==> src/hdl/aes_pkg.sv <==
// byte 0 of every block sits in bits 127:120 (FIPS-197 order); round count fixed for AES-256
`default_nettype none

package aes_pkg;

    // widths that carry a meaning
    typedef logic [127:0] block_t;
    typedef logic [31:0]  word_t;
    typedef logic [3:0]   round_idx_t;

    // operation field of a queued command
    typedef enum logic [1:0]
    {
        OP_ENC    = 2'd0,
        OP_DEC    = 2'd1,
        OP_KEY_LO = 2'd2,
        OP_KEY_HI = 2'd3
    } cmd_op_e;

    typedef struct packed
    {
        cmd_op_e op;
        block_t  data;
    } cmd_t;

    localparam int NUM_ROUNDS     = 14;
    localparam int NUM_ROUND_KEYS = NUM_ROUNDS + 1;

    // forward S-box, entry 0 is the leftmost byte
    localparam logic [0:255][7:0] SBOX = {
        128'h637c777bf26b6fc53001672bfed7ab76, 128'hca82c97dfa5947f0add4a2af9ca472c0,
        128'hb7fd9326363ff7cc34a5e5f171d83115, 128'h04c723c31896059a071280e2eb27b275,
        128'h09832c1a1b6e5aa0523bd6b329e32f84, 128'h53d100ed20fcb15b6acbbe394a4c58cf,
        128'hd0efaafb434d338545f9027f503c9fa8, 128'h51a3408f929d38f5bcb6da2110fff3d2,
        128'hcd0c13ec5f974417c4a77e3d645d1973, 128'h60814fdc222a908846eeb814de5e0bdb,
        128'he0323a0a4906245cc2d3ac629195e479, 128'he7c8376d8dd54ea96c56f4ea657aae08,
        128'hba78252e1ca6b4c6e8dd741f4bbd8b8a, 128'h703eb5664803f60e613557b986c11d9e,
        128'he1f8981169d98e949b1e87e9ce5528df, 128'h8ca1890dbfe6426841992d0fb054bb16
    };

    // inverse S-box
    localparam logic [0:255][7:0] INV_SBOX = {
        128'h52096ad53036a538bf40a39e81f3d7fb, 128'h7ce339829b2fff87348e4344c4dee9cb,
        128'h547b9432a6c2233dee4c950b42fac34e, 128'h082ea16628d924b2765ba2496d8bd125,
        128'h72f8f66486689816d4a45ccc5d65b692, 128'h6c704850fdedb9da5e154657a78d9d84,
        128'h90d8ab008cbcd30af7e45805b8b34506, 128'hd02c1e8fca3f0f02c1afbd0301138a6b,
        128'h3a9111414f67dcea97f2cfcef0b4e673, 128'h96ac7422e7ad3585e2f937e81c75df6e,
        128'h47f11a711d29c5896fb7620eaa18be1b, 128'hfc563e4bc6d279209adbc0fe78cd5af4,
        128'h1fdda8338807c731b11210592780ec5f, 128'h60517fa919b54a0d2de57a9f93c99cef,
        128'ha0e03b4dae2af5b0c8ebbb3c83539961, 128'h172b047eba77d626e169146355210c7d
    };

    function automatic logic [7:0] sub_byte(input logic [7:0] b);
        return SBOX[b];
    endfunction

    function automatic logic [7:0] inv_sub_byte(input logic [7:0] b);
        return INV_SBOX[b];
    endfunction

    // multiply by x, reduced by the AES polynomial
    function automatic logic [7:0] xtime(input logic [7:0] b);
        return {b[6:0], 1'b0} ^ (b[7] ? 8'h1b : 8'h00);
    endfunction

    // product with a small constant, enough for 2, 3, 9, 11, 13 and 14
    function automatic logic [7:0] gf_mul(input logic [7:0] a, input logic [3:0] m);
        logic [7:0] acc;
        logic [7:0] pw;
        acc = 8'h00;
        pw  = a;
        for (int i = 0; i < 4; i++)
        begin
            if (m[i])
                acc ^= pw;
            pw = xtime(pw);
        end
        return acc;
    endfunction

endpackage

`default_nettype wire

==> src/hdl/round_key_store.sv <==
// reads are combinational; addresses above 14 are never issued by the cores
`timescale 1ns/1ps
`default_nettype none

module round_key_store
    import aes_pkg::*;
(
    input  logic       clk,
    input  logic       resetn,
    input  logic       wr_en,
    input  round_idx_t wr_addr,
    input  block_t     wr_key,
    input  round_idx_t enc_addr,
    output block_t     enc_rkey,
    input  round_idx_t dec_addr,
    output block_t     dec_rkey
);
    block_t keys [NUM_ROUND_KEYS];

    always_ff @(posedge clk or negedge resetn)
    begin
        if (!resetn)
        begin
            for (int i = 0; i < NUM_ROUND_KEYS; i++)
                keys[i] <= '0;
        end
        else if (wr_en)
            keys[wr_addr] <= wr_key;
    end

    // private read port per core
    assign enc_rkey = keys[enc_addr];
    assign dec_rkey = keys[dec_addr];

endmodule

`default_nettype wire

==> config.mk <==
export PLATFORM = sky130hd
export DESIGN_NAME = round_key_store
export DESIGN_NICKNAME = d
export VERILOG_FILES = /design/src/hdl/aes_pkg.sv /design/src/hdl/round_key_store.sv
export SDC_FILE = /design/constraint.sdc
export NUM_CORES = 2
export LEC_CHECK = 0
export BUFFER_PORTS_ARGS = -buffer_cell sky130_fd_sc_hd__buf_2
export CAP_MARGIN = 20
export CORE_MARGIN = 5
export CORE_UTILIZATION = 57
export DETAILED_ROUTE_END_ITERATION = 7
export PLACE_DENSITY = 0.77
export SKIP_LAST_GASP = 1
export SLEW_MARGIN = 30
export SYNTH_ARGS = -nofsm -noshare
export SYNTH_HDL_FRONTEND = slang
export SYNTH_SLANG_ARGS = --single-unit
export TNS_END_PERCENT = 5
==> constraint.sdc <==
create_clock -name clk -period 2.87 [get_ports clk]
set_input_delay 0.7175 -clock clk [delete_from_list [all_inputs] [get_ports clk]]
set_output_delay 0.7175 -clock clk [all_outputs]
set_load 0.005 [all_outputs]
Yosys cells after proc, flatten, opt, wreduce, memory -nomap -nowiden
Index checks and enable logic that the tools add are counted.

Flip-flop bits (word level): 1920. Bits of input ports: 143. Word-level logic and storage cells: 32.

Magnitude comparators: 4. Muxes and demuxes: 9. Bitwise logic cells: 3. Reduce and logical (&&, ||, !) cells: 1.

Operators by type and width (number): $bwmux 1920 (1); $bmux 128 s4 (2); $mux 128 (5); $demux 128 s4 (1); $ge 5x5->1 const B (3); $not 4->5 (3); $lt 5x1->1 const B (1); $logic_and 1x1->1 (1).

Longest topological paths before layout
Depth after elaboration: 6. Mapped depth: 8. Gate-level depth less buffers: 3.

Worst setup path before layout
No wires, ideal clock.

Path kind: input to output. Start: input enc_addr[2]. End: output enc_rkey[36]. Data arrival time: 2.126 ns. Required time: 2.152 ns. Path slack: 0.026 ns. Cell stages on the path: 6. Buffers on the path: 3. Cell sequence: buf_2 -> buf_2 -> clkbuf_1 -> mux4_2 -> a22o_1 -> a31o_1.

Longest elaborated chain between the ends: 4.

Ends and longest elaborated chain: start, declared (line round_key_store.sv:13) `input round_idx_t enc_addr,`; $not 4->5 (not written as such) (line round_key_store.sv:32) `assign enc_rkey = keys[enc_addr];`; $bmux 128 s4 (line round_key_store.sv:32); $mux 128 (not written as such) (2 in a row) (line round_key_store.sv:32); end, declared (line round_key_store.sv:14) `output block_t enc_rkey,`.

No other way between the ends. The select of a mux whose other input is x is not followed.

Final worst setup path
Start: input dec_addr[2]. End: output dec_rkey[55].

Longest elaborated chain between the ends: 4.

Ends and longest elaborated chain: start, declared (line round_key_store.sv:15) `input round_idx_t dec_addr,`; $not 4->5 (not written as such) (line round_key_store.sv:33) `assign dec_rkey = keys[dec_addr];`; $bmux 128 s4 (line round_key_store.sv:33); $mux 128 (not written as such) (2 in a row) (line round_key_store.sv:33); end, declared (line round_key_store.sv:16) `output block_t dec_rkey`.

No other way between the ends. The select of a mux whose other input is x is not followed.

==> impl_metrics.py <==
metrics = {
    "place": {
        "place_area_mm2": 0.1119,
        "placed_cells": 9566,
        "port_buffers": 398,
        "post-dp-hpwl_um": 198400,
        "gp_congestion": 0.8618,
    },
    "clock_tree": {
        "numCtsBuffers": 206,
        "cts_num_sinks": 1920,
        "h-tree-depth": 4,
        "root_buffer": "clkbuf_16",
        "clock_latency_ns": 0.89,
        "clkTransAtPathRegs_ns": 0.06,
        "cts_tree": "built",
        "cts_buffer_depth": 3,
    },
    "floorplan": {
        "die_h_um": 433.3,
        "row_count": 155,
        "start_util": 0.5724,
        "design.die.area_mm2": 0.1877,
        "die_w_um": 433.3,
        "ioPinCount": 399,
        "coreArea_mm2": 0.1784,
    },
    "timing": {
        "fin_tns_setup_ns": -63.53,
        "hold_viol": 0,
        "worstMarginPinSlew_ns": 0.9714,
        "period_needed_ns": 3.216,
        "post-route-period-util": 1.121,
        "worst_slack_ns": -0.3464,
        "rsz0062_at_grt": "true",
        "setup-violations-final": 256,
        "finalClockSkew_ns": 0,
        "slew_headroom": 0.3524,
        "slew_violations": 0,
        "timing.fmax_mhz": 310.9,
    },
    "route": {
        "wl_um": 324100,
        "drt_iter0_markers": 7144,
        "first_pass_iters": 6,
        "dr_total_vias": 70130,
        "route.detailed.drc": 0,
        "wl_per_cell_um": 32.03,
        "via_per_inst": 6.931,
        "ant_nets": 0,
    },
    "final_layout": {
        "fin_cells": 10120,
        "final_layout_size_suffix_gt1_frac": 0.5832,
        "layout_common_cells": "2209 x mux2_2, 1920 x dfrtp_1, 662 x mux4_2",
        "fillers": 11620,
        "area_growth_pct": 19.58,
        "reg_top3": "keys: 1920 flops",
        "top_register": "keys",
        "final_nets": 7695,
        "final_common_cell": "mux2_2",
        "final_util": 0.6845,
        "final_area_mm2": 0.1221,
        "largest_reg_flops": 1920,
    },
    "global_routing": {
        "use_met2": 0.5337,
        "grt_max_degree": 122,
        "grt_pass1_wl_um": 486200,
        "met1_usage": 0.4523,
        "antenna_found_initial": 53,
        "overflow": 0,
        "grt_usage": 0.3435,
        "use_met3": 0.07181,
        "grt_pass1_vias": 74560,
        "gr-max-usage-layer": "met2",
    },
    "pwr": {
        "finalPower_mw": 87.31,
        "ir_worst_vdd_v": 0.0008563,
        "leakagePower_nw": 52.32,
        "powerDensity_mw_per_mm2": 714.9,
    },
    "logic_synthesis": {
        "yosys.area.top_type_share": 0.4704,
        "synthTopCellsByArea": "dfrtp_1 47%, mux2_2 24%, mux4_2 15%",
        "syn_nets": 7036,
        "synth_top_area_cell": "dfrtp_1",
        "ys_ff_latch": 1920,
        "postSynthAreaPerCell_um2": 14.82,
        "async_flop_share": 1.000,
        "synth-xor-area-share": 0,
        "yosys_most_used_dff": "dfrtp_1",
        "synth.area.mux_share": 0.4181,
        "synth_top_family_by_area": "multiplexers",
        "synthSimpleGateAreaFrac": 0.01041,
        "yosys_warnings": 0,
        "syn-instance-count": 6893,
        "syn_area_mm2": 0.1021,
        "synth_compound_area_frac": 0.06142,
        "synth-adder-area-share": 0,
        "ys_seq_area_frac": 0.4704,
        "synth-edff-count": 0,
        "synth_cell_types": 33,
    },
    "setup_path": {
        "reg2reg_depth": 2,
        "r2r-end": "keys[477]",
        "end_kind": "output port",
        "cp_max_fo": 6,
        "required_ns": 2.15,
        "cp-start-kind": "input port",
        "regToRegSetupSlack_ns": 1.93,
        "critPathKind": "input port to output port",
        "timing.rr.start": "keys[477]",
        "crit_arrival_ns": 2.50,
    },
    "run_status": {
        "violations": "setup timing",
        "status": "finished, violations left",
    },
    "job": {
        "drv_cap": 0,
    },
    "worst_hold_path": {
        "whs_path_depth": 2,
        "hp-class": "input port to flop",
        "min-delay-start": "wr_key[123]",
        "holdPathEnd": "keys[379]",
    },
}
[metrics by stage]
stage | hold WS (ns) | setup slack, ns
finish | 0.2588 | -0.3464
global route | 0.2362 | -0.3623
CTS | 0.1739 | -0.3337
detailed placement | 0.5011 | -0.5780
global placement | 0.4864 | -0.5815
floorplan | 0.4219 | 0.02627
[layer usage]
metal,wire length [um],up-vias
li1,-,28160
met4,20450,20
met2,152700,3741
met5,144,-
met3,27310,954
met1,123500,37250
[layout make-up]
class / instances / area (um2) / area share
timing repair buffer: 1187 / 12700 / 0.1040
multi-input combinational: 4106 / 50700 / 0.4151
clock inverter: 81 / 1161 / 0.009507
sequential: 1920 / 48050 / 0.3934
clock buffer: 299 / 5964 / 0.04884
inverter: 131 / 506.7 / 0.004149
antenna: 40 / 100.1 / 0.0008196
tap: 2355 / 2947 / 0.02413
[worst max path at each step]
stage | from | endpoint | slack [ns] | cells after the start
floorplan | enc_addr[2] | enc_rkey[36] | 0.03 | 6
global placement | dec_addr[2] | dec_rkey[103] | -0.58 | 10
detailed placement | dec_addr[2] | dec_rkey[103] | -0.58 | 10
CTS | keys[477] | enc_rkey[93] | -0.33 | 4
global route | keys[423] | dec_rkey[39] | -0.36 | 5
finish | dec_addr[2] | dec_rkey[55] | -0.35 | 12
[kinds of logic after synthesis]
| logic type | Yosys count |
|---|---|
| simple gates | 182 |
| compound gates | 768 |
| mux | 3156 |
| buf+inv | 867 |
| flops | 1920 |
[synth_stat cells, types with 44 or more instances]
library cell	count
mux2_2	2209
dfrtp_1	1920
mux4_2	662
buf_2	337
clkbuf_1	296
mux2i_1	234
inv_1	130
a221oi_1	128
a22o_1	128
a31o_1	128
o221ai_1	128
a211oi_1	106
o22ai_1	106
or2_1	65
or2_0	63
mux2_1	51
buf_4	44
[report_power, final]
group	switching (mW)	leakage (nW)	internal (mW)
clock	11.8	3.47	15.9
combinational	8.32	25.3	13.0
sequential	4.85	23.5	33.4
total	25.0	52.3	62.4
[worst max-delay path, cell delays in order]
cell	delay, ns
buf_6	0.13
buf_6	0.14
nand3b_1	0.12
buf_6	0.14
buf_12	0.11
buf_12	0.10
buf_16	0.13
buf_4	0.20
buf_4	0.13
o22ai_1	0.08
a211oi_1	0.29
buf_2	0.18
[repair_timing]
action	in CTS	in global routing
setup buffers	54	51
gates cloned	25	12
gates resized for setup	115	91
hold buffers	1	0
hold endpoints to repair	26	0
pin swaps	19	18
endpoints found under the setup margin	256	256
(Power assumes the default switching activity.)
