File: src/hdl/aes_pkg.sv
// byte 0 of every block sits in bits 127:120 (FIPS-197 order); round count fixed for AES-256
`default_nettype none

package aes_pkg;

    // widths that carry a meaning
    typedef logic [127:0] block_t;
    typedef logic [31:0]  word_t;
    typedef logic [3:0]   round_idx_t;

    // operation field of a queued command
    typedef enum logic [1:0]
    {
        OP_ENC    = 2'd0,
        OP_DEC    = 2'd1,
        OP_KEY_LO = 2'd2,
        OP_KEY_HI = 2'd3
    } cmd_op_e;

    typedef struct packed
    {
        cmd_op_e op;
        block_t  data;
    } cmd_t;

    localparam int NUM_ROUNDS     = 14;
    localparam int NUM_ROUND_KEYS = NUM_ROUNDS + 1;

    // forward S-box, entry 0 is the leftmost byte
    localparam logic [0:255][7:0] SBOX = {
        128'h637c777bf26b6fc53001672bfed7ab76, 128'hca82c97dfa5947f0add4a2af9ca472c0,
        128'hb7fd9326363ff7cc34a5e5f171d83115, 128'h04c723c31896059a071280e2eb27b275,
        128'h09832c1a1b6e5aa0523bd6b329e32f84, 128'h53d100ed20fcb15b6acbbe394a4c58cf,
        128'hd0efaafb434d338545f9027f503c9fa8, 128'h51a3408f929d38f5bcb6da2110fff3d2,
        128'hcd0c13ec5f974417c4a77e3d645d1973, 128'h60814fdc222a908846eeb814de5e0bdb,
        128'he0323a0a4906245cc2d3ac629195e479, 128'he7c8376d8dd54ea96c56f4ea657aae08,
        128'hba78252e1ca6b4c6e8dd741f4bbd8b8a, 128'h703eb5664803f60e613557b986c11d9e,
        128'he1f8981169d98e949b1e87e9ce5528df, 128'h8ca1890dbfe6426841992d0fb054bb16
    };

    // inverse S-box
    localparam logic [0:255][7:0] INV_SBOX = {
        128'h52096ad53036a538bf40a39e81f3d7fb, 128'h7ce339829b2fff87348e4344c4dee9cb,
        128'h547b9432a6c2233dee4c950b42fac34e, 128'h082ea16628d924b2765ba2496d8bd125,
        128'h72f8f66486689816d4a45ccc5d65b692, 128'h6c704850fdedb9da5e154657a78d9d84,
        128'h90d8ab008cbcd30af7e45805b8b34506, 128'hd02c1e8fca3f0f02c1afbd0301138a6b,
        128'h3a9111414f67dcea97f2cfcef0b4e673, 128'h96ac7422e7ad3585e2f937e81c75df6e,
        128'h47f11a711d29c5896fb7620eaa18be1b, 128'hfc563e4bc6d279209adbc0fe78cd5af4,
        128'h1fdda8338807c731b11210592780ec5f, 128'h60517fa919b54a0d2de57a9f93c99cef,
        128'ha0e03b4dae2af5b0c8ebbb3c83539961, 128'h172b047eba77d626e169146355210c7d
    };

    function automatic logic [7:0] sub_byte(input logic [7:0] b);
        return SBOX[b];
    endfunction

    function automatic logic [7:0] inv_sub_byte(input logic [7:0] b);
        return INV_SBOX[b];
    endfunction

    // multiply by x, reduced by the AES polynomial
    function automatic logic [7:0] xtime(input logic [7:0] b);
        return {b[6:0], 1'b0} ^ (b[7] ? 8'h1b : 8'h00);
    endfunction

    // product with a small constant, enough for 2, 3, 9, 11, 13 and 14
    function automatic logic [7:0] gf_mul(input logic [7:0] a, input logic [3:0] m);
        logic [7:0] acc;
        logic [7:0] pw;
        acc = 8'h00;
        pw  = a;
        for (int i = 0; i < 4; i++)
        begin
            if (m[i])
                acc ^= pw;
            pw = xtime(pw);
        end
        return acc;
    endfunction

endpackage

`default_nettype wire

File: src/hdl/aes_ctrl.sv
// one command in flight at a time; data commands wait at the queue head until a key is expanded
`timescale 1ns/1ps
`default_nettype none

module aes_ctrl
    import aes_pkg::*;
(
    input  logic   clk,
    input  logic   resetn,
    input  cmd_t   head,
    input  logic   head_valid,
    output logic   pop,
    output logic   key_lo_load,
    output logic   key_hi_load,
    output block_t key_half,
    input  logic   expand_done,
    output logic   enc_start,
    output logic   dec_start,
    output block_t blk_in,
    input  logic   enc_done,
    input  block_t enc_out,
    input  logic   dec_done,
    input  block_t dec_out,
    output block_t out_data,
    output logic   out_valid,
    input  logic   out_ready
);
    typedef enum logic [2:0]
    {
        IDLE,
        KEY_EXPAND,
        ENC_RUN,
        DEC_RUN,
        RESULT
    } state_e;

    state_e state;
    state_e state_next;
    logic   key_ready;
    logic   is_key_op;

    // key halves never wait, data needs a finished schedule
    assign is_key_op = (head.op == OP_KEY_LO) || (head.op == OP_KEY_HI);
    assign pop       = (state == IDLE) && head_valid && (is_key_op || key_ready);

    // everything below is qualified by the pop itself
    assign key_lo_load = pop && (head.op == OP_KEY_LO);
    assign key_hi_load = pop && (head.op == OP_KEY_HI);
    assign enc_start   = pop && (head.op == OP_ENC);
    assign dec_start   = pop && (head.op == OP_DEC);
    assign key_half    = head.data;
    assign blk_in      = head.data;
    assign out_valid   = (state == RESULT);

    always_comb
    begin
        state_next = state;
        case (state)
            IDLE:
            begin
                // low half is latched by the expander, stay here
                if (key_hi_load)
                    state_next = KEY_EXPAND;
                else if (enc_start)
                    state_next = ENC_RUN;
                else if (dec_start)
                    state_next = DEC_RUN;
            end
            KEY_EXPAND:
                if (expand_done)
                    state_next = IDLE;
            ENC_RUN:
                if (enc_done)
                    state_next = RESULT;
            DEC_RUN:
                if (dec_done)
                    state_next = RESULT;
            RESULT:
                if (out_ready)
                    state_next = IDLE;
            default:
                state_next = IDLE;
        endcase
    end

    always_ff @(posedge clk or negedge resetn)
    begin
        if (!resetn)
        begin
            state     <= IDLE;
            key_ready <= 1'b0;
            out_data  <= '0;
        end
        else
        begin
            state <= state_next;
            // old schedule is invalid as soon as rekeying starts
            if (key_hi_load)
                key_ready <= 1'b0;
            else if (expand_done)
                key_ready <= 1'b1;
            if ((state == ENC_RUN) && enc_done)
                out_data <= enc_out;
            else if ((state == DEC_RUN) && dec_done)
                out_data <= dec_out;
        end
    end

endmodule

`default_nettype wire

File: config.mk
export PLATFORM = sky130hd
export DESIGN_NAME = aes_ctrl
export DESIGN_NICKNAME = d
export VERILOG_FILES = /design/src/hdl/aes_pkg.sv /design/src/hdl/aes_ctrl.sv
export SDC_FILE = /design/constraint.sdc
export NUM_CORES = 1
export LEC_CHECK = 0
export ABC_AREA = 1
export BUFFER_PORTS_ARGS = -buffer_cell sky130_fd_sc_hd__buf_2
export CAP_MARGIN = 40
export CORE_AREA = 10 10 297 299
export DETAILED_ROUTE_END_ITERATION = 16
export DIE_AREA = 0 0 307 309
export GPL_TIMING_DRIVEN = 0
export SKIP_LAST_GASP = 1
export SYNTH_ARGS = -nofsm -noshare
export SYNTH_HDL_FRONTEND = slang
export SYNTH_SLANG_ARGS = --single-unit
File: constraint.sdc
create_clock -name clk -period 2.1 [get_ports clk]
set_input_delay 0.21 -clock clk [delete_from_list [all_inputs] [get_ports clk]]
set_output_delay 0.21 -clock clk [all_outputs]
set_load 0.005 [all_outputs]
---- Word-level counts from Yosys, hierarchy flattened ----
Cells that the tools add are included.
word-level totals
  memories ................................ 0
  memory bits (read-only) ................. 0
  RAM bits ................................ 0
  output and inout port bits .............. 390
  bits in latches ......................... 0
  register bits after elaboration ......... 132
operators by class
  divide/modulo/power cells ............... 0
  shifts and indexed selects .............. 0
  equal/unequal tests ..................... 12
  $lt $le $gt $ge ......................... 0
  bitwise operators ....................... 0
  reductions and logical operators ........ 15
  add/subtract/negate cells ............... 0
  muxes and demuxes ....................... 12
  multiply operators ...................... 0
operators with widths
  operator            count
  $mux 128            2
  $mux 3              7
  $pmux 3 s5          1
  $logic_and 1x1->1   8
  $eq 3x2->1 const B  2
  $ne 2x2->1 const B  3
  $reduce_and 5->1    1
  $eq 2x2->1 const B  2
  $ne 4x4->1 const B  1
  $reduce_bool 2->1   2
  $eq 3x1->1 const B  1
  $eq 3x3->1 const B  1
  $logic_not 3->1     1
  $eq 2x1->1 const B  1
  $logic_not 2->1     1
  $logic_or 1x1->1    2
  $mux 1              2
  $ne 2x1->1 const B  1

---- Depth between registers and ports, before layout ----
  depth in word-level cells ............... 9
  depth in mapped cells ................... 9

---- Worst setup path after synthesis ----
Ideal clock, no wire load.
  kind .................................... flip-flop to flip-flop
  start ................................... reg state[2]
  end ..................................... reg out_data[47]
  path buffers ............................ 2
  cell stages (with the launch flop) ...... 7
  arrival ................................. 1.234 ns
  period minus slack after synthesis ...... 1.356 ns
  path slack .............................. 0.744 ns
  path through ............................ dfrtp_1 nor2_4 nand3_4 buf_2 buf_2 o21ai_2 o21ai_2
on the way
  cells in the longest elaborated chain, start to end .. 3
RTL lines
  what                                           RTL line                          text
  from (decl)                                    aes_ctrl.sv:37                    state_e state;
  from (signal assigned)                         aes_ctrl.sv:96                    state <= state_next;
  $eq 3x2->1 (on tied branches)                  aes_ctrl.sv:102, aes_ctrl.sv:104
  $logic_and 1x1->1 (on tied branches)           aes_ctrl.sv:102, aes_ctrl.sv:104
  $mux 128 or $reduce_bool 2->1 (tied branches)  n/a
  to (signal assigned)                           aes_ctrl.sv:103                   out_data <= enc_out;
  to (signal assigned)                           aes_ctrl.sv:105                   out_data <= dec_out;
  to (decl)                                      aes_ctrl.sv:24                    output block_t out_data,
Several ways; a longest one is shown, not always the timed one.
A chain may end at the register's enable or synchronous reset.

---- Worst setup path after layout ----
  start ................................... reg state[2]
  end ..................................... reg out_data[41]
The elaborated chain is that of the path after synthesis.

==> parameters.txt <==
Parameter                              Value

Run status
  Result of the run ... complete, no violations

Timing
  Final-report max-slew violation count ... 0
  Slew headroom ... 0.506
  Hold Violations, Final ... 0
  Period minus WS final ... ~2.0 ns
  Highest Clock Rate ... between 500 and 600 MHz
  Sum of negative setup slack ... 0 ns
  Tcrit/Tclk final ... 0.930
  Setup repair after global routing missed its margin ... no
  Fin Clk Skew ... between 0.01 and 0.015 ns
  Final setup vio count ... 0
  Actual transition at the worst max-transition pin ... approximately 0.74 ns

Power and ir drop
  Net load switching power ... between 6 and 7 mW
  Clock Power Share ... 0.220
  Total power divided by cell area ... between 900 and 1000 nW/um2
  Leakage power total ... approximately 7.8 nW
  Fraction of power spent switching nets ... 0.431
  Sequential share of power ... 0.288
  Internal portion of total power ... about 9 mW
  Part of the power in combinational logic ... 0.492
  Peak ir drop on the vdd network ... 0.579 mV

Floorplan
  Number of rows in the core area ... about 110
  Core area ... between 80,000 and 90,000 um2
  Die area ... ~95,000 um2
  Die Y ... a little over 300 um
  Initial Utilization ... 0.108
  Horiz. Die Dim ... around 310 um
  Number of top-level pins ... a little under 800

Cells and area
  Signed area change from the synthesized netlist to the final layout ... 81.4%
  Highest-count cells in the layout ignoring fill and taps ... buf_2 (700), buf_4 (263), dlygate4sd3_1 (179)
  Post-route core utilization ... 0.195
  Most common library cell in the layout ignoring fill and taps ... buf_2
  Number of fill cells in the layout ... 9,060
  Final nets ... around 2,300
  Layout cells sized above 1 ... 0.556

Synth
  Warnings from Yosys ... 0
  Post-synthesis instance total ... ~1,000
  Net count after synthesis ... ~1,400
  Syn Area/Cell ... 8.45 um2
  Mapped Area ... about 9000 um2
  Number of library cell types mapped by synthesis ... 24
  Register bit count reported by yosys ... between 100 and 150
  Sequential share of the synthesized area ... 0.375

Flow run
  Max-cap check violation count ... 0

Placed design
  RD Place Congestion ... 0.932
  Number of buffers inserted by port buffering ... 654
  Hpwl dp ... approximately 52,000 um

CTS
  Source-to-sink clock delay at the later pin of the worst-skew pair ... approximately 0.46 ns
  TritonCTS clock tree ... yes
  Num CTS Buffers ... 17
  Clock sink count ... between 100 and 150
  Clock transition time at the flip-flop clock pins of the worst setup and hold paths ... about 0.07 ns
  Root Driver ... clkbuf_16
  H-Tree Level Count ... 4
  Clock Tree Buf Depth ... 2
  Post-CTS Setup Inserts ... 0

Worst setup path
  Setup slack, reg-to-reg ... ~0.15 ns
  Peak per-stage delay on the critical path ... between 0.4 and 0.5 ns
  End of the worst register-to-register path ... out_data[41]$_DFFE_PN0P_
  Crit. End Element ... flip-flop
  List of cells traversed by the critical path ... nor2_4 -> buf_4 -> buf_2 -> a31oi_1 -> o21ai_1
  Arrival time at the worst endpoint ... 2.34 ns
  Cell depth of the worst flop-to-flop path ... 5
  Worst setup startpoint ... state[2]$_DFFE_PN0P_
  Sum of buffers and inverters on the critical path ... 2
  Critical setup path kind ... reg2reg
  Kind of launch point of the worst setup path ... flip-flop
  Cell at the slowest stage of the critical path ... buf_2
  CP Data Required Time ... roughly 2.5 ns
  Kind of cell adding the most delay to the critical path ... buffers and inverters
  Largest driver fanout on the critical path ... 11
  Origin of the critical flop-to-flop path ... state[2]$_DFFE_PN0P_

Route
  Number of detailed-route iterations in the first pass ... 5
  DRT antenna net count ... 0
  Wire length after detailed routing ... 64,300 um
  Drc violations ... 0
  Avg WL per Cell ... 21.5 um
  Number of violations reported at the end of detailed-routing iteration 0 ... 908
  Via Count ... ~11,000
  Number of vias per cell ... around 3.8

Global routing
  First-pass GRT wire length ... between 80,000 and 90,000 um
  Overall routing resource usage ... 0.128
  Maximum number of pins on one net before global-route repair ... between 60 and 70
  Vias in the first global route ... ~12,000
  Initial antenna violation count ... 6
  GRT Residual Overflow ... 0

Hold path
  Origin of the worst min-delay path ... dec_out[111]
  Hold WC Path Type ... in2reg
  End point of the most critical hold path ... out_data[111]$_DFFE_PN0P_
  Worst hold path cell count ... 3
==> cell families after synthesis <==
family,after synthesis,share of synthesized area
AND/OR/NAND/NOR,163,0.0932
flip-flops,132,0.375
AO/OA/AOI/OAI,383,0.253
buffers and inverters,364,0.278
==> final cells by class <==
class | instances | area, um2 | area share
repair buffers | 837 | 5150 | 0.323
flip-flops and latches | 132 | 3310 | 0.207
multi-input cells | 546 | 3060 | 0.192
plain buffers | 353 | 2420 | 0.152
well taps | 1070 | 1340 | 0.0839
clock buffers | 18 | 429 | 0.0269
clock inverters | 14 | 200 | 0.0125
inverters | 11 | 43.8 | 0.00274
diodes | 4 | 10.0 | 0.000627
==> synth_stat cells (all sizes together) <==
library cell  instances  area share
nor3                  3      0.0017
nand3               135       0.079
inv                  11      0.0047
o211ai                1     0.00085
o22ai                 1     0.00071
nor2                 10      0.0051
nand2                14      0.0068
a31oi               127       0.090
o21ai               254        0.16
clkbuf               33       0.014
nand3b                1     0.00085
dfrtp               132        0.38
buf                 320        0.26
==> worst max path at each step <==
stage	end	slack [ns]	cells after the start
floorplan	out_data[47]$_DFFE_PN0P_	0.74	6
global placement	key_ready$_DFFE_PN0P_	-1.47	1
detailed placement	out_data[41]$_DFFE_PN0P_	-0.27	6
CTS	out_data[37]$_DFFE_PN0P_	0.004	7
global route	dec_start	0.02	6
finish	out_data[41]$_DFFE_PN0P_	0.15	5
==> power by group through the flow <==
stage	sequential, mW	clock [mW]	combinational [mW]
floorplan	4.47	0	3.36
global placement	4.44	0	7.42
detailed placement	4.47	0	7.48
CTS	4.44	3.58	7.79
global route	4.60	3.64	8.49
finish	4.47	3.41	7.62
==> sequential cells by signal, indices dropped and copies added (netlist names) <==
register,cells
state,3
out_data,128
key_ready,1
==> worst register-to-register path, cell delays in order (launching register included) <==
cell and delay [ns]:
dfrtp_2 0.45, nor2_4 0.16, buf_4 0.34, buf_2 0.50, a31oi_1 0.24, o21ai_1 0.17
==> routing by layer <==
| metal | track usage | up-vias | part of all wire |
|---|---|---|---|
| met2 | 0.221 | 679 | 0.49 |
| met5 | 0 | - | 0.00020 |
| met1 | 0.141 | 5354 | 0.38 |
| met4 | 0.0436 | 2 | 0.026 |
| li1 | - | 5179 | - |
| met3 | 0.0531 | 78 | 0.10 |
==> metrics by stage <==
stage          power, mW  cell area, um2  instances  hold WS (ns)  worst slack [ns]
6_report            15.5           16000       2985        0.0538             0.146
5_1_grt             16.7           16000       2981        0.0299            0.0242
2_1_floorplan       7.83            8800       1042       -0.0856             0.744
4_1_cts             15.8           15900       2981    0.00000344           0.00385
3_5_place_dp        12.0           13500       2770         0.272            -0.268
3_3_place_gp        11.9           13400       2766         0.465             -1.47
==> repair_timing <==
item,4_1_cts,5_1_grt
cloned,0,0
pin swaps,0,0
setup endpoints to repair,116,21
gates resized for setup,8,11
hold buffers,179,0
hold endpoints to repair,184,0
Power figures use the tool's default switching activity.
