## src/hdl/aes_pkg.sv

```systemverilog
// byte 0 of every block sits in bits 127:120 (FIPS-197 order); round count fixed for AES-256
`default_nettype none

package aes_pkg;

    // widths that carry a meaning
    typedef logic [127:0] block_t;
    typedef logic [31:0]  word_t;
    typedef logic [3:0]   round_idx_t;

    // operation field of a queued command
    typedef enum logic [1:0]
    {
        OP_ENC    = 2'd0,
        OP_DEC    = 2'd1,
        OP_KEY_LO = 2'd2,
        OP_KEY_HI = 2'd3
    } cmd_op_e;

    typedef struct packed
    {
        cmd_op_e op;
        block_t  data;
    } cmd_t;

    localparam int NUM_ROUNDS     = 14;
    localparam int NUM_ROUND_KEYS = NUM_ROUNDS + 1;

    // forward S-box, entry 0 is the leftmost byte
    localparam logic [0:255][7:0] SBOX = {
        128'h637c777bf26b6fc53001672bfed7ab76, 128'hca82c97dfa5947f0add4a2af9ca472c0,
        128'hb7fd9326363ff7cc34a5e5f171d83115, 128'h04c723c31896059a071280e2eb27b275,
        128'h09832c1a1b6e5aa0523bd6b329e32f84, 128'h53d100ed20fcb15b6acbbe394a4c58cf,
        128'hd0efaafb434d338545f9027f503c9fa8, 128'h51a3408f929d38f5bcb6da2110fff3d2,
        128'hcd0c13ec5f974417c4a77e3d645d1973, 128'h60814fdc222a908846eeb814de5e0bdb,
        128'he0323a0a4906245cc2d3ac629195e479, 128'he7c8376d8dd54ea96c56f4ea657aae08,
        128'hba78252e1ca6b4c6e8dd741f4bbd8b8a, 128'h703eb5664803f60e613557b986c11d9e,
        128'he1f8981169d98e949b1e87e9ce5528df, 128'h8ca1890dbfe6426841992d0fb054bb16
    };

    // inverse S-box
    localparam logic [0:255][7:0] INV_SBOX = {
        128'h52096ad53036a538bf40a39e81f3d7fb, 128'h7ce339829b2fff87348e4344c4dee9cb,
        128'h547b9432a6c2233dee4c950b42fac34e, 128'h082ea16628d924b2765ba2496d8bd125,
        128'h72f8f66486689816d4a45ccc5d65b692, 128'h6c704850fdedb9da5e154657a78d9d84,
        128'h90d8ab008cbcd30af7e45805b8b34506, 128'hd02c1e8fca3f0f02c1afbd0301138a6b,
        128'h3a9111414f67dcea97f2cfcef0b4e673, 128'h96ac7422e7ad3585e2f937e81c75df6e,
        128'h47f11a711d29c5896fb7620eaa18be1b, 128'hfc563e4bc6d279209adbc0fe78cd5af4,
        128'h1fdda8338807c731b11210592780ec5f, 128'h60517fa919b54a0d2de57a9f93c99cef,
        128'ha0e03b4dae2af5b0c8ebbb3c83539961, 128'h172b047eba77d626e169146355210c7d
    };

    function automatic logic [7:0] sub_byte(input logic [7:0] b);
        return SBOX[b];
    endfunction

    function automatic logic [7:0] inv_sub_byte(input logic [7:0] b);
        return INV_SBOX[b];
    endfunction

    // multiply by x, reduced by the AES polynomial
    function automatic logic [7:0] xtime(input logic [7:0] b);
        return {b[6:0], 1'b0} ^ (b[7] ? 8'h1b : 8'h00);
    endfunction

    // product with a small constant, enough for 2, 3, 9, 11, 13 and 14
    function automatic logic [7:0] gf_mul(input logic [7:0] a, input logic [3:0] m);
        logic [7:0] acc;
        logic [7:0] pw;
        acc = 8'h00;
        pw  = a;
        for (int i = 0; i < 4; i++)
        begin
            if (m[i])
                acc ^= pw;
            pw = xtime(pw);
        end
        return acc;
    endfunction

endpackage

`default_nettype wire

```

## src/hdl/cmd_queue.sv

```systemverilog
// in-order command FIFO; CMD_DEPTH of 2 or more, any value, no push while full
`timescale 1ns/1ps
`default_nettype none

module cmd_queue
    import aes_pkg::*;
#(
    parameter int CMD_DEPTH = 8
)
(
    input  logic clk,
    input  logic resetn,
    input  cmd_t in_cmd,
    input  logic in_valid,
    output logic in_ready,
    input  logic pop,
    output cmd_t head,
    output logic head_valid
);
    localparam int PTR_W = $clog2(CMD_DEPTH);
    localparam int CNT_W = $clog2(CMD_DEPTH + 1);

    cmd_t             mem [CMD_DEPTH];
    logic [PTR_W-1:0] rd_ptr;
    logic [PTR_W-1:0] wr_ptr;
    logic [CNT_W-1:0] count;
    logic             push;
    logic             take;

    // wrap for depths that are not a power of two
    function automatic logic [PTR_W-1:0] next_ptr(input logic [PTR_W-1:0] p);
        return (p == PTR_W'(CMD_DEPTH - 1)) ? '0 : p + 1'b1;
    endfunction

    assign in_ready   = (count != CNT_W'(CMD_DEPTH));
    assign head_valid = (count != '0);
    assign head       = mem[rd_ptr];
    assign push       = in_valid && in_ready;
    assign take       = pop && head_valid;

    always_ff @(posedge clk)
    begin
        if (push)
            mem[wr_ptr] <= in_cmd;
    end

    always_ff @(posedge clk or negedge resetn)
    begin
        if (!resetn)
        begin
            rd_ptr <= '0;
            wr_ptr <= '0;
            count  <= '0;
        end
        else
        begin
            if (push)
                wr_ptr <= next_ptr(wr_ptr);
            if (take)
                rd_ptr <= next_ptr(rd_ptr);
            // simultaneous push and pop leaves the count alone
            if (push && !take)
                count <= count + 1'b1;
            else if (take && !push)
                count <= count - 1'b1;
        end
    end

endmodule

`default_nettype wire

```

## config.mk

```make
export PLATFORM = sky130hd
export DESIGN_NAME = cmd_queue
export DESIGN_NICKNAME = d
export VERILOG_FILES = /design/src/hdl/aes_pkg.sv /design/src/hdl/cmd_queue.sv
export SDC_FILE = /design/constraint.sdc
export NUM_CORES = 1
export LEC_CHECK = 0
export ABC_CLOCK_PERIOD_IN_PS = 14100
export BUFFER_PORTS_ARGS = -buffer_cell sky130_fd_sc_hd__buf_2
export CAP_MARGIN = 20
export CORE_MARGIN = 5
export CORE_UTILIZATION = 50
export CTS_CLUSTER_SIZE = 10
export DETAILED_ROUTE_END_ITERATION = 16
export PLACE_DENSITY = 0.72
export SLEW_MARGIN = 20
export SYNTH_ARGS = -nofsm -noshare
export SYNTH_HDL_FRONTEND = slang
export SYNTH_SLANG_ARGS = --single-unit
export TNS_END_PERCENT = 100
```

## constraint.sdc

```tcl
create_clock -name clk -period 14.1 [get_ports clk]
set_clock_uncertainty 0.15 [all_clocks]
set_input_delay 0 -clock clk [delete_from_list [all_inputs] [get_ports clk]]
set_output_delay 0 -clock clk [all_outputs]
set_load 0.01 [all_outputs]
```

== Word level (Yosys, flattened, before mapping) ==
Memory sizes are Yosys's and may differ from the RTL's.
Index checks and enable logic that the tools add are counted.
Word-level totals
  flip-flop bits (word level): 10
  memory bits (writable): 1040
  logic and storage cells: 25
  memories: 1
Memory list
  mem: depth 8, bits a word 130, read ports 1, clocked after memory_dff 0, write ports 1, line cmd_queue.sv:23  | cmd_t mem [CMD_DEPTH];
Cells by class
  add/sub/neg operators: 4
  eq/ne operators: 3
  muxes and demuxes: 6
  reductions and logical operators: 8
Operators by type and width (number)
  $mux 4: 2
  $add 3x1->3 const B: 2
  $eq 3x3->1 const B: 2
  $mux 3: 2
  $add 4x1->4 const B: 1
  $logic_and 1x1->1: 4
  $ne 4x4->1 const B: 1
  $reduce_bool 4->1: 1
  $sub 4x1->4 const B: 1
  $logic_not 1->1: 2
  $mux 1: 2
  $reduce_bool 2->1: 1

== Logic depth before layout (Yosys ltp) ==
Gate-level depths: netlist of the first run.
  word-level depth: 6
  mapped depth: 9

== Least setup slack after synthesis of the first run ==
No wires, ideal clock.
  path kind: reg-to-reg
  start point: register count[0]
  end point: memory mem[0][0] (netlist bit) (enable)
  setup time: 0.937 ns
  arrival: 13.071 ns
  setup slack: -0.058 ns
  cell stages (with the launch flop): 4
  buffers on the path: 0
  period minus slack after synthesis: 14.158 ns
  path through: dfrtp_1 > or4b_1 > nand2_2 > nor4_1
Between the ends
  longest elaborated chain between the ends: 4
RTL lines
  start: declaration: line cmd_queue.sv:26  | logic [CNT_W-1:0] count;
  start signal: assignment: line cmd_queue.sv:63  | count <= count + 1'b1;
  start signal: assignment: line cmd_queue.sv:65  | count <= count - 1'b1;
  $ne 4x4->1: line cmd_queue.sv:35  | assign in_ready = (count != CNT_W'(CMD_DEPTH));
  via in_ready: line cmd_queue.sv:15  | output logic in_ready,
  $logic_and 1x1->1: line cmd_queue.sv:38  | assign push = in_valid && in_ready;
  $mux 1: line cmd_queue.sv:43  | if (push)
  $mux 1 (not written as such): line cmd_queue.sv:44  | mem[wr_ptr] <= in_cmd;
  end: declaration: line cmd_queue.sv:23
The timed path passes the listed nets, and every way through them passes these cells.

==> metrics, run 1 <==
worst hold path type input port to flip-flop; CP Buf/Inv Count 5; # H-tree levels 3; Starting Density 0.505; share of layout cells above drive strength 1 0.383; Max-slew headroom 0.261; syn nets 1,711; CP peak stage delay 1.03 ns; ordered list of cells on the worst path buf_4 > buf_16 > buf_4 > buf_4 > mux4_2 > mux2_2 > buf_2; Detailed Route WL 80,900 um; die area 85,700 um2; busiest grt layer met2; synthesized flop and latch total around 1,100; post-DP HPWL between 40,000 and 50,000 um; Least-Margin Pin Slew 1.10 ns; Clock Sinks 1,050; element type at the critical path start flip-flop; Final Wtd Congestion 0.736; crit-path most repeated cell buf_4; first-pass GRT wire length about 120,000 um; Global Route met1 Usage 0.250; final setup violation count 0; CP delay by family, top buffers and inverters; setup tns final 0 ns; pin count of the biggest net entering global routing around 120; Crit Path Class flip-flop to primary output; asr flop ratio synth 0.00952; biggest area consumer among synthesized cells edfxtp_1; mapped cell area between 30,000 and 40,000 um2; Synth-to-Final Area Change 19.8%; M3 GR Usage 0.0365; CP required 13.95 ns; crit path DAT 4.84 ns; post-place setup slack 9.30 ns; Mapped Cells 1,569; Clk Tree Root Cell clkbuf_16; MaxCap Viol Count 0; DRC viols 0; setup ws final 9.11 ns; Synth cell types 35; Rows 103; PortBufs between 200 and 300; DRT iter0 DRCs 1,300; unrepaired setup endpoints after global routing false; worst-path maximum fanout 47; num ports 266; Avg Inst Size Synth 25.5 um2; share of the synthesized area in the top cell type 0.781; Hold-fix buffers, CTS 219; Final Hold Vio Count 0; Tcrit/Tclk final 0.354; drt wl/cell ~25 um; Die H 293 um; Core Box Area approximately 79,000 um2; status complete, no violations; Detail Route Antenna Nets 0; Post-synth top flop edfxtp_1; via count of the first global-routing pass 20,252; clock slew at reported path FFs 0.05 ns; P_leak 15.7 nW; gr usage total 0.189; cts bufs inserted 116; vias per inst 5.66; top cells by count, synth edfxtp_1, mux4_2, mux2_2; chip width between 200 and 300 um; total congestion overflow 0; most frequent cell after synthesis edfxtp_1; Worst path slowest cell dfrtp_4; Synth area leaders edfxtp_1, mux4_2, mux2_2, mux2_4, dfrtp_1; Slew Viols, Final 0; min cycle time layout 4.99 ns; fraction of the yosys area taken by sequential cells 0.788; worst IR drop on VDD between 0.1 and 0.15 mV; fin nets around 2,300; Clock Tree Buf Depth 3; Final Util 0.605; clock insertion delay at the later pin of the skew report ~0.65 ns; post_cts resized 0; CTS tree done; met2 Track Usage GR 0.327; Setup Buffers After CTS 0; antenna violations before repair 3; highest clock rate ~200 MHz; Power, Total 9.58 mW; yosys warns 0; DRT Pass-1 Iters 5; Crit. End Element primary output; pwr dens 200 nW/um2; vias after detailed routing 18,221; EDFF count, synth roughly 1,000
-- worst register-to-register path, cell delays in order, from the launching register on --
cell and delay, ns:
dfrtp_1 0.50, or4b_1 0.25, nand2_2 0.19, nor4_4 0.86
buf_4 0.65, buf_4 0.80
-- flip-flops by register name, indices dropped and copies added, names as in the netlist --
| register | count |
|---|---|
| wr_ptr | 3 |
| rd_ptr | 3 |
| count | 4 |
| mem | 1040 |
-- per-layer routing --
layer	wire, um	part of all wire
met5	0	0
met4	1780	0.022
met3	4330	0.054
met2	42400	0.52
met1	32400	0.40
-- per-stage QoR --
step | area, um2 | hold slack (ns) | std cells
floorplan | 40000 | -0.446 | 1569
CTS | 47800 | 0.000243 | 3211
finish | 47900 | 0.0238 | 3218
detailed placement | 42400 | -0.253 | 2840
global route | 47900 | 0.00330 | 3216
global placement | 42400 | -0.276 | 2840
-- area by class of cell --
type                    count  area (um2)
clock buffers             143        3060
repair buffers            517        3880
fillers                  5391       31300
inverters                   2        7.51
multi-input cells         443        7990
clock inverters             9         124
diodes                      4        10.0
well taps                1050        1310
flip-flops and latches   1050       31500
-- kinds of logic after synthesis --
family	share of synthesized area
compound gates	0.00175
xor+xnor	0.000438
fa+ha+maj	0.00269
buf+inv	0.0139
flops	0.788
mux	0.190
simple gates	0.00379
-- final timing paths --
check,from,endpoint,slack [ns],cells past startpoint
max,rd_ptr[0]$_DFFE_PN0P_,head[85],9.11,7
min,in_cmd[90],mem[3][90]$_DFFE_PP_,0.02,2
max reg2reg,count[0]$_DFFE_PN0P_,mem[0][79]$_DFFE_PP_,10.31,5
min reg2reg,count[2]$_DFFE_PN0P_,count[2]$_DFFE_PN0P_,0.43,2
max in group asynchronous,resetn,rd_ptr[1]$_DFFE_PN0P_,13.13,3
min in group asynchronous,resetn,count[2]$_DFFE_PN0P_,0.25,3
-- layout by cell type (no fill, tap or decap), types with 3 or more instances in the layout --
cell,count
diode_2,4
dfrtp_4,3
dlygate4sd3_1,219
mux4_2,260
edfxtp_1,1040
mux2_2,80
buf_4,24
mux2_4,52
nand2b_1,3
nand2_1,4
buf_12,4
dfrtp_1,7
clkinv_1,3
clkbuf_16,118
ha_1,7
buf_2,265
nor2_4,3
nor3_2,4
mux2_1,3
clkbuf_1,24
buf_16,3
nand3_1,3
-- where the power goes --
part	internal [mW]	leakage (nW)	switching, mW	total [mW]
registers	3.93	9.56	0.204	4.14
logic	1.43	4.65	1.43	2.86
clock network	1.50	1.54	1.09	2.59
total	6.86	15.7	2.72	9.58
Note: power is estimated with default switching activity, not from simulation.
==> run 2: changes to the inputs <==
--- a/config.mk
+++ b/config.mk
@@ -5,14 +5,14 @@
 export SDC_FILE = /design/constraint.sdc
 export NUM_CORES = 1
 export LEC_CHECK = 0
-export ABC_CLOCK_PERIOD_IN_PS = 14100
+export ABC_CLOCK_PERIOD_IN_PS = 4930
 export BUFFER_PORTS_ARGS = -buffer_cell sky130_fd_sc_hd__buf_2
 export CAP_MARGIN = 20
 export CORE_MARGIN = 5
 export CORE_UTILIZATION = 50
 export CTS_CLUSTER_SIZE = 10
 export DETAILED_ROUTE_END_ITERATION = 16
-export PLACE_DENSITY = 0.72
+export PLACE_DENSITY = 0.7
 export SLEW_MARGIN = 20
 export SYNTH_ARGS = -nofsm -noshare
 export SYNTH_HDL_FRONTEND = slang
==> constraint.sdc (replaced) <==
create_clock -name clk -period 4.93 [get_ports clk]
set_clock_uncertainty 0.15 [all_clocks]
set_input_delay 0 -clock clk [delete_from_list [all_inputs] [get_ports clk]]
set_output_delay 0 -clock clk [all_outputs]
set_load 0.01 [all_outputs]
==> metrics, run 2 (synthesis results as in run 1) <==
min cycle time layout 3.32 ns; max FFs per register 1,040; Least-Margin Pin Slew about 1 ns; register with the most flip-flops mem; DRT iter0 DRCs between 1,000 and 1,500; final setup violation count 0; share of layout cells above drive strength 1 0.385; unrepaired setup endpoints after global routing false; Synth-to-Final Area Change 20.5%; crit path DAT about 3.2 ns; Switching Power 7.85 mW; CP peak stage delay 0.76 ns; worst IR drop on VDD 0.442 mV; vias after detailed routing 18,269; ordered list of cells on the worst path buf_12 > mux4_2 > mux2_4 > buf_2; clock network power share 0.269; Detail Route Antenna Nets 0; Clock Tree Buf Depth 3; Max-slew headroom 0.318; CTS tree done; antenna violations before repair 6; Worst path slowest cell dfrtp_4; dpl cell area 42,700 um2; reg2reg path depth 9; element type at the critical path start flip-flop; Final Hold Vio Count 0; Regs by FF count mem: 1040 flops, count: 4 flops; vias per inst 5.66; worst hold path type input port to flip-flop; Min-Delay Path Depth 2; CP required 4.78 ns; CP Buf/Inv Count 2; Die H 293 um; fin area just under 50,000 um2; DRC viols 0; clock slew at reported path FFs around 0.050 ns; chip width 293 um; Pint 19.7 mW; first-pass GRT wire length 125,000 um; flop2flop setup slack between 1.5 and 2 ns; commonest non-fill, non-tap cell in the layout edfxtp_1; R2R Path Start count[1]$_DFFE_PN0P_; Final Wtd Congestion 0.738; clock insertion delay at the later pin of the skew report 0.65 ns; fin nets approximately 2,300; Core Box Area 79,100 um2; P_leak 15.8 nW; Clock Sinks between 1,000 and 1,500; Crit Path Class flip-flop to primary output; highest clock rate 301 MHz; Tcrit/Tclk final 0.673; die area 85,700 um2; Final Util 0.609; Starting Density 0.505; num ports 266; # H-tree levels 3; most frequent cells in the layout edfxtp_1, buf_2, mux4_2; Seq pwr share 0.428; Clk Tree Root Cell clkbuf_16; post-DP HPWL 41,700 um; Detailed Route WL roughly 82,000 um; post-place setup slack between 1.5 and 2 ns; pwr dens 572 nW/um2; Hold Path Origin in_cmd[113]; gr usage total 0.191; CP delay by family, top multiplexers; Switching Share 0.285; worst flop-to-flop path endpoint count[3]$_DFFE_PN0P_; worst-path maximum fanout between 80 and 90; drt wl/cell 25.3 um; Slew Viols, Final 0; MaxCap Viol Count 0; status complete, no violations; Hold WS 0.0338 ns; Combinational Power Share 0.303; PortBufs ~270; setup ws final 1.61 ns; via count of the first global-routing pass between 20,000 and 25,000; total congestion overflow 0; Crit. End Element primary output; cts bufs inserted 116; DRT Pass-1 Iters 5; pin count of the biggest net entering global routing 131; Power, Total 27.6 mW; Rows 103; Hold Path Sink mem[6][113]$_DFFE_PP_
==> run 2: cell types whose count changed in the layout (fill, tap and decap cells not counted), sizes merged <==
cell         previous run  this run
clkinvlp                1         0
clkbuf                143       144
inv                     4         3
buf                   298       304
clkinv                  6         7
dlygate4sd3           219       222
==> run 2: area by class of cell <==
class,instances,area [um2]
timing repair buffer,526,4130
sequential,1050,31500
multi-input combinational,443,8010
tap,1050,1310
clock inverter,8,128
antenna,4,10.0
clock buffer,144,3060
inverter,2,7.51
fill,5425,31000
==> run 2: layer usage <==
metal / share of wire / vias up / global-route usage / wire [um]
met1: 0.40 / 9782 / 0.252 / 33000
met2: 0.53 / 479 / 0.334 / 43100
met5: 0.00033 / - / 0 / 27
met4: 0.020 / 4 / 0.0515 / 1650
li1: - / 7888 / - / -
met3: 0.049 / 116 / 0.0323 / 3990
==> run 2: how the worst max path moves through the flow <==
stage                                     start                   end  slack [ns]  cells after the start
after CTS                 rd_ptr[0]$_DFFE_PN0P_              head[36]        1.44                      4
final                     rd_ptr[0]$_DFFE_PN0P_              head[36]        1.61                      4
after detailed placement   count[1]$_DFFE_PN0P_  count[3]$_DFFE_PN0P_        1.75                      9
after global placement     count[1]$_DFFE_PN0P_  count[3]$_DFFE_PN0P_        1.84                      9
after global routing      rd_ptr[0]$_DFFE_PN0P_              head[36]        1.39                      4
after floorplan            count[3]$_DFFE_PN0P_   mem[7][0]$_DFFE_PP_       -2.09                      3
==> run 2: through the flow <==
stage	instances	TNS [ns]
6_report	3227	0
3_5_place_dp	2849	0
3_3_place_gp	2849	0
2_1_floorplan	1569	-1725.33
4_1_cts	3223	0
5_1_grt	3227	0
==> run 2: repair_timing <==
action,4_1_cts,5_1_grt
hold buffers,222,0
gates resized for setup,0,0
setup buffers,0,0
setup endpoints to repair,0,0
hold endpoints to repair,1060,0
==> run 2: power groups by stage <==
stage	Combinational (mW)	Sequential (mW)	Clock, mW
after floorplan	5.96	11.8	0
after global placement	8.30	11.9	0
after detailed placement	8.37	12.0	0
after global routing	8.93	11.9	7.99
after CTS	8.56	11.8	7.61
final	8.34	11.8	7.42
==> run 2: worst reg2reg max path, stage by stage, from the launching register on <==
cell      delay (ns)
dfrtp_1         0.47
or4b_4          0.60
nand2_2         0.28
inv_1           0.09
ha_1            0.28
inv_1           0.18
ha_1            0.33
or4_1           0.54
o211ai_1        0.12
o211ai_1        0.11
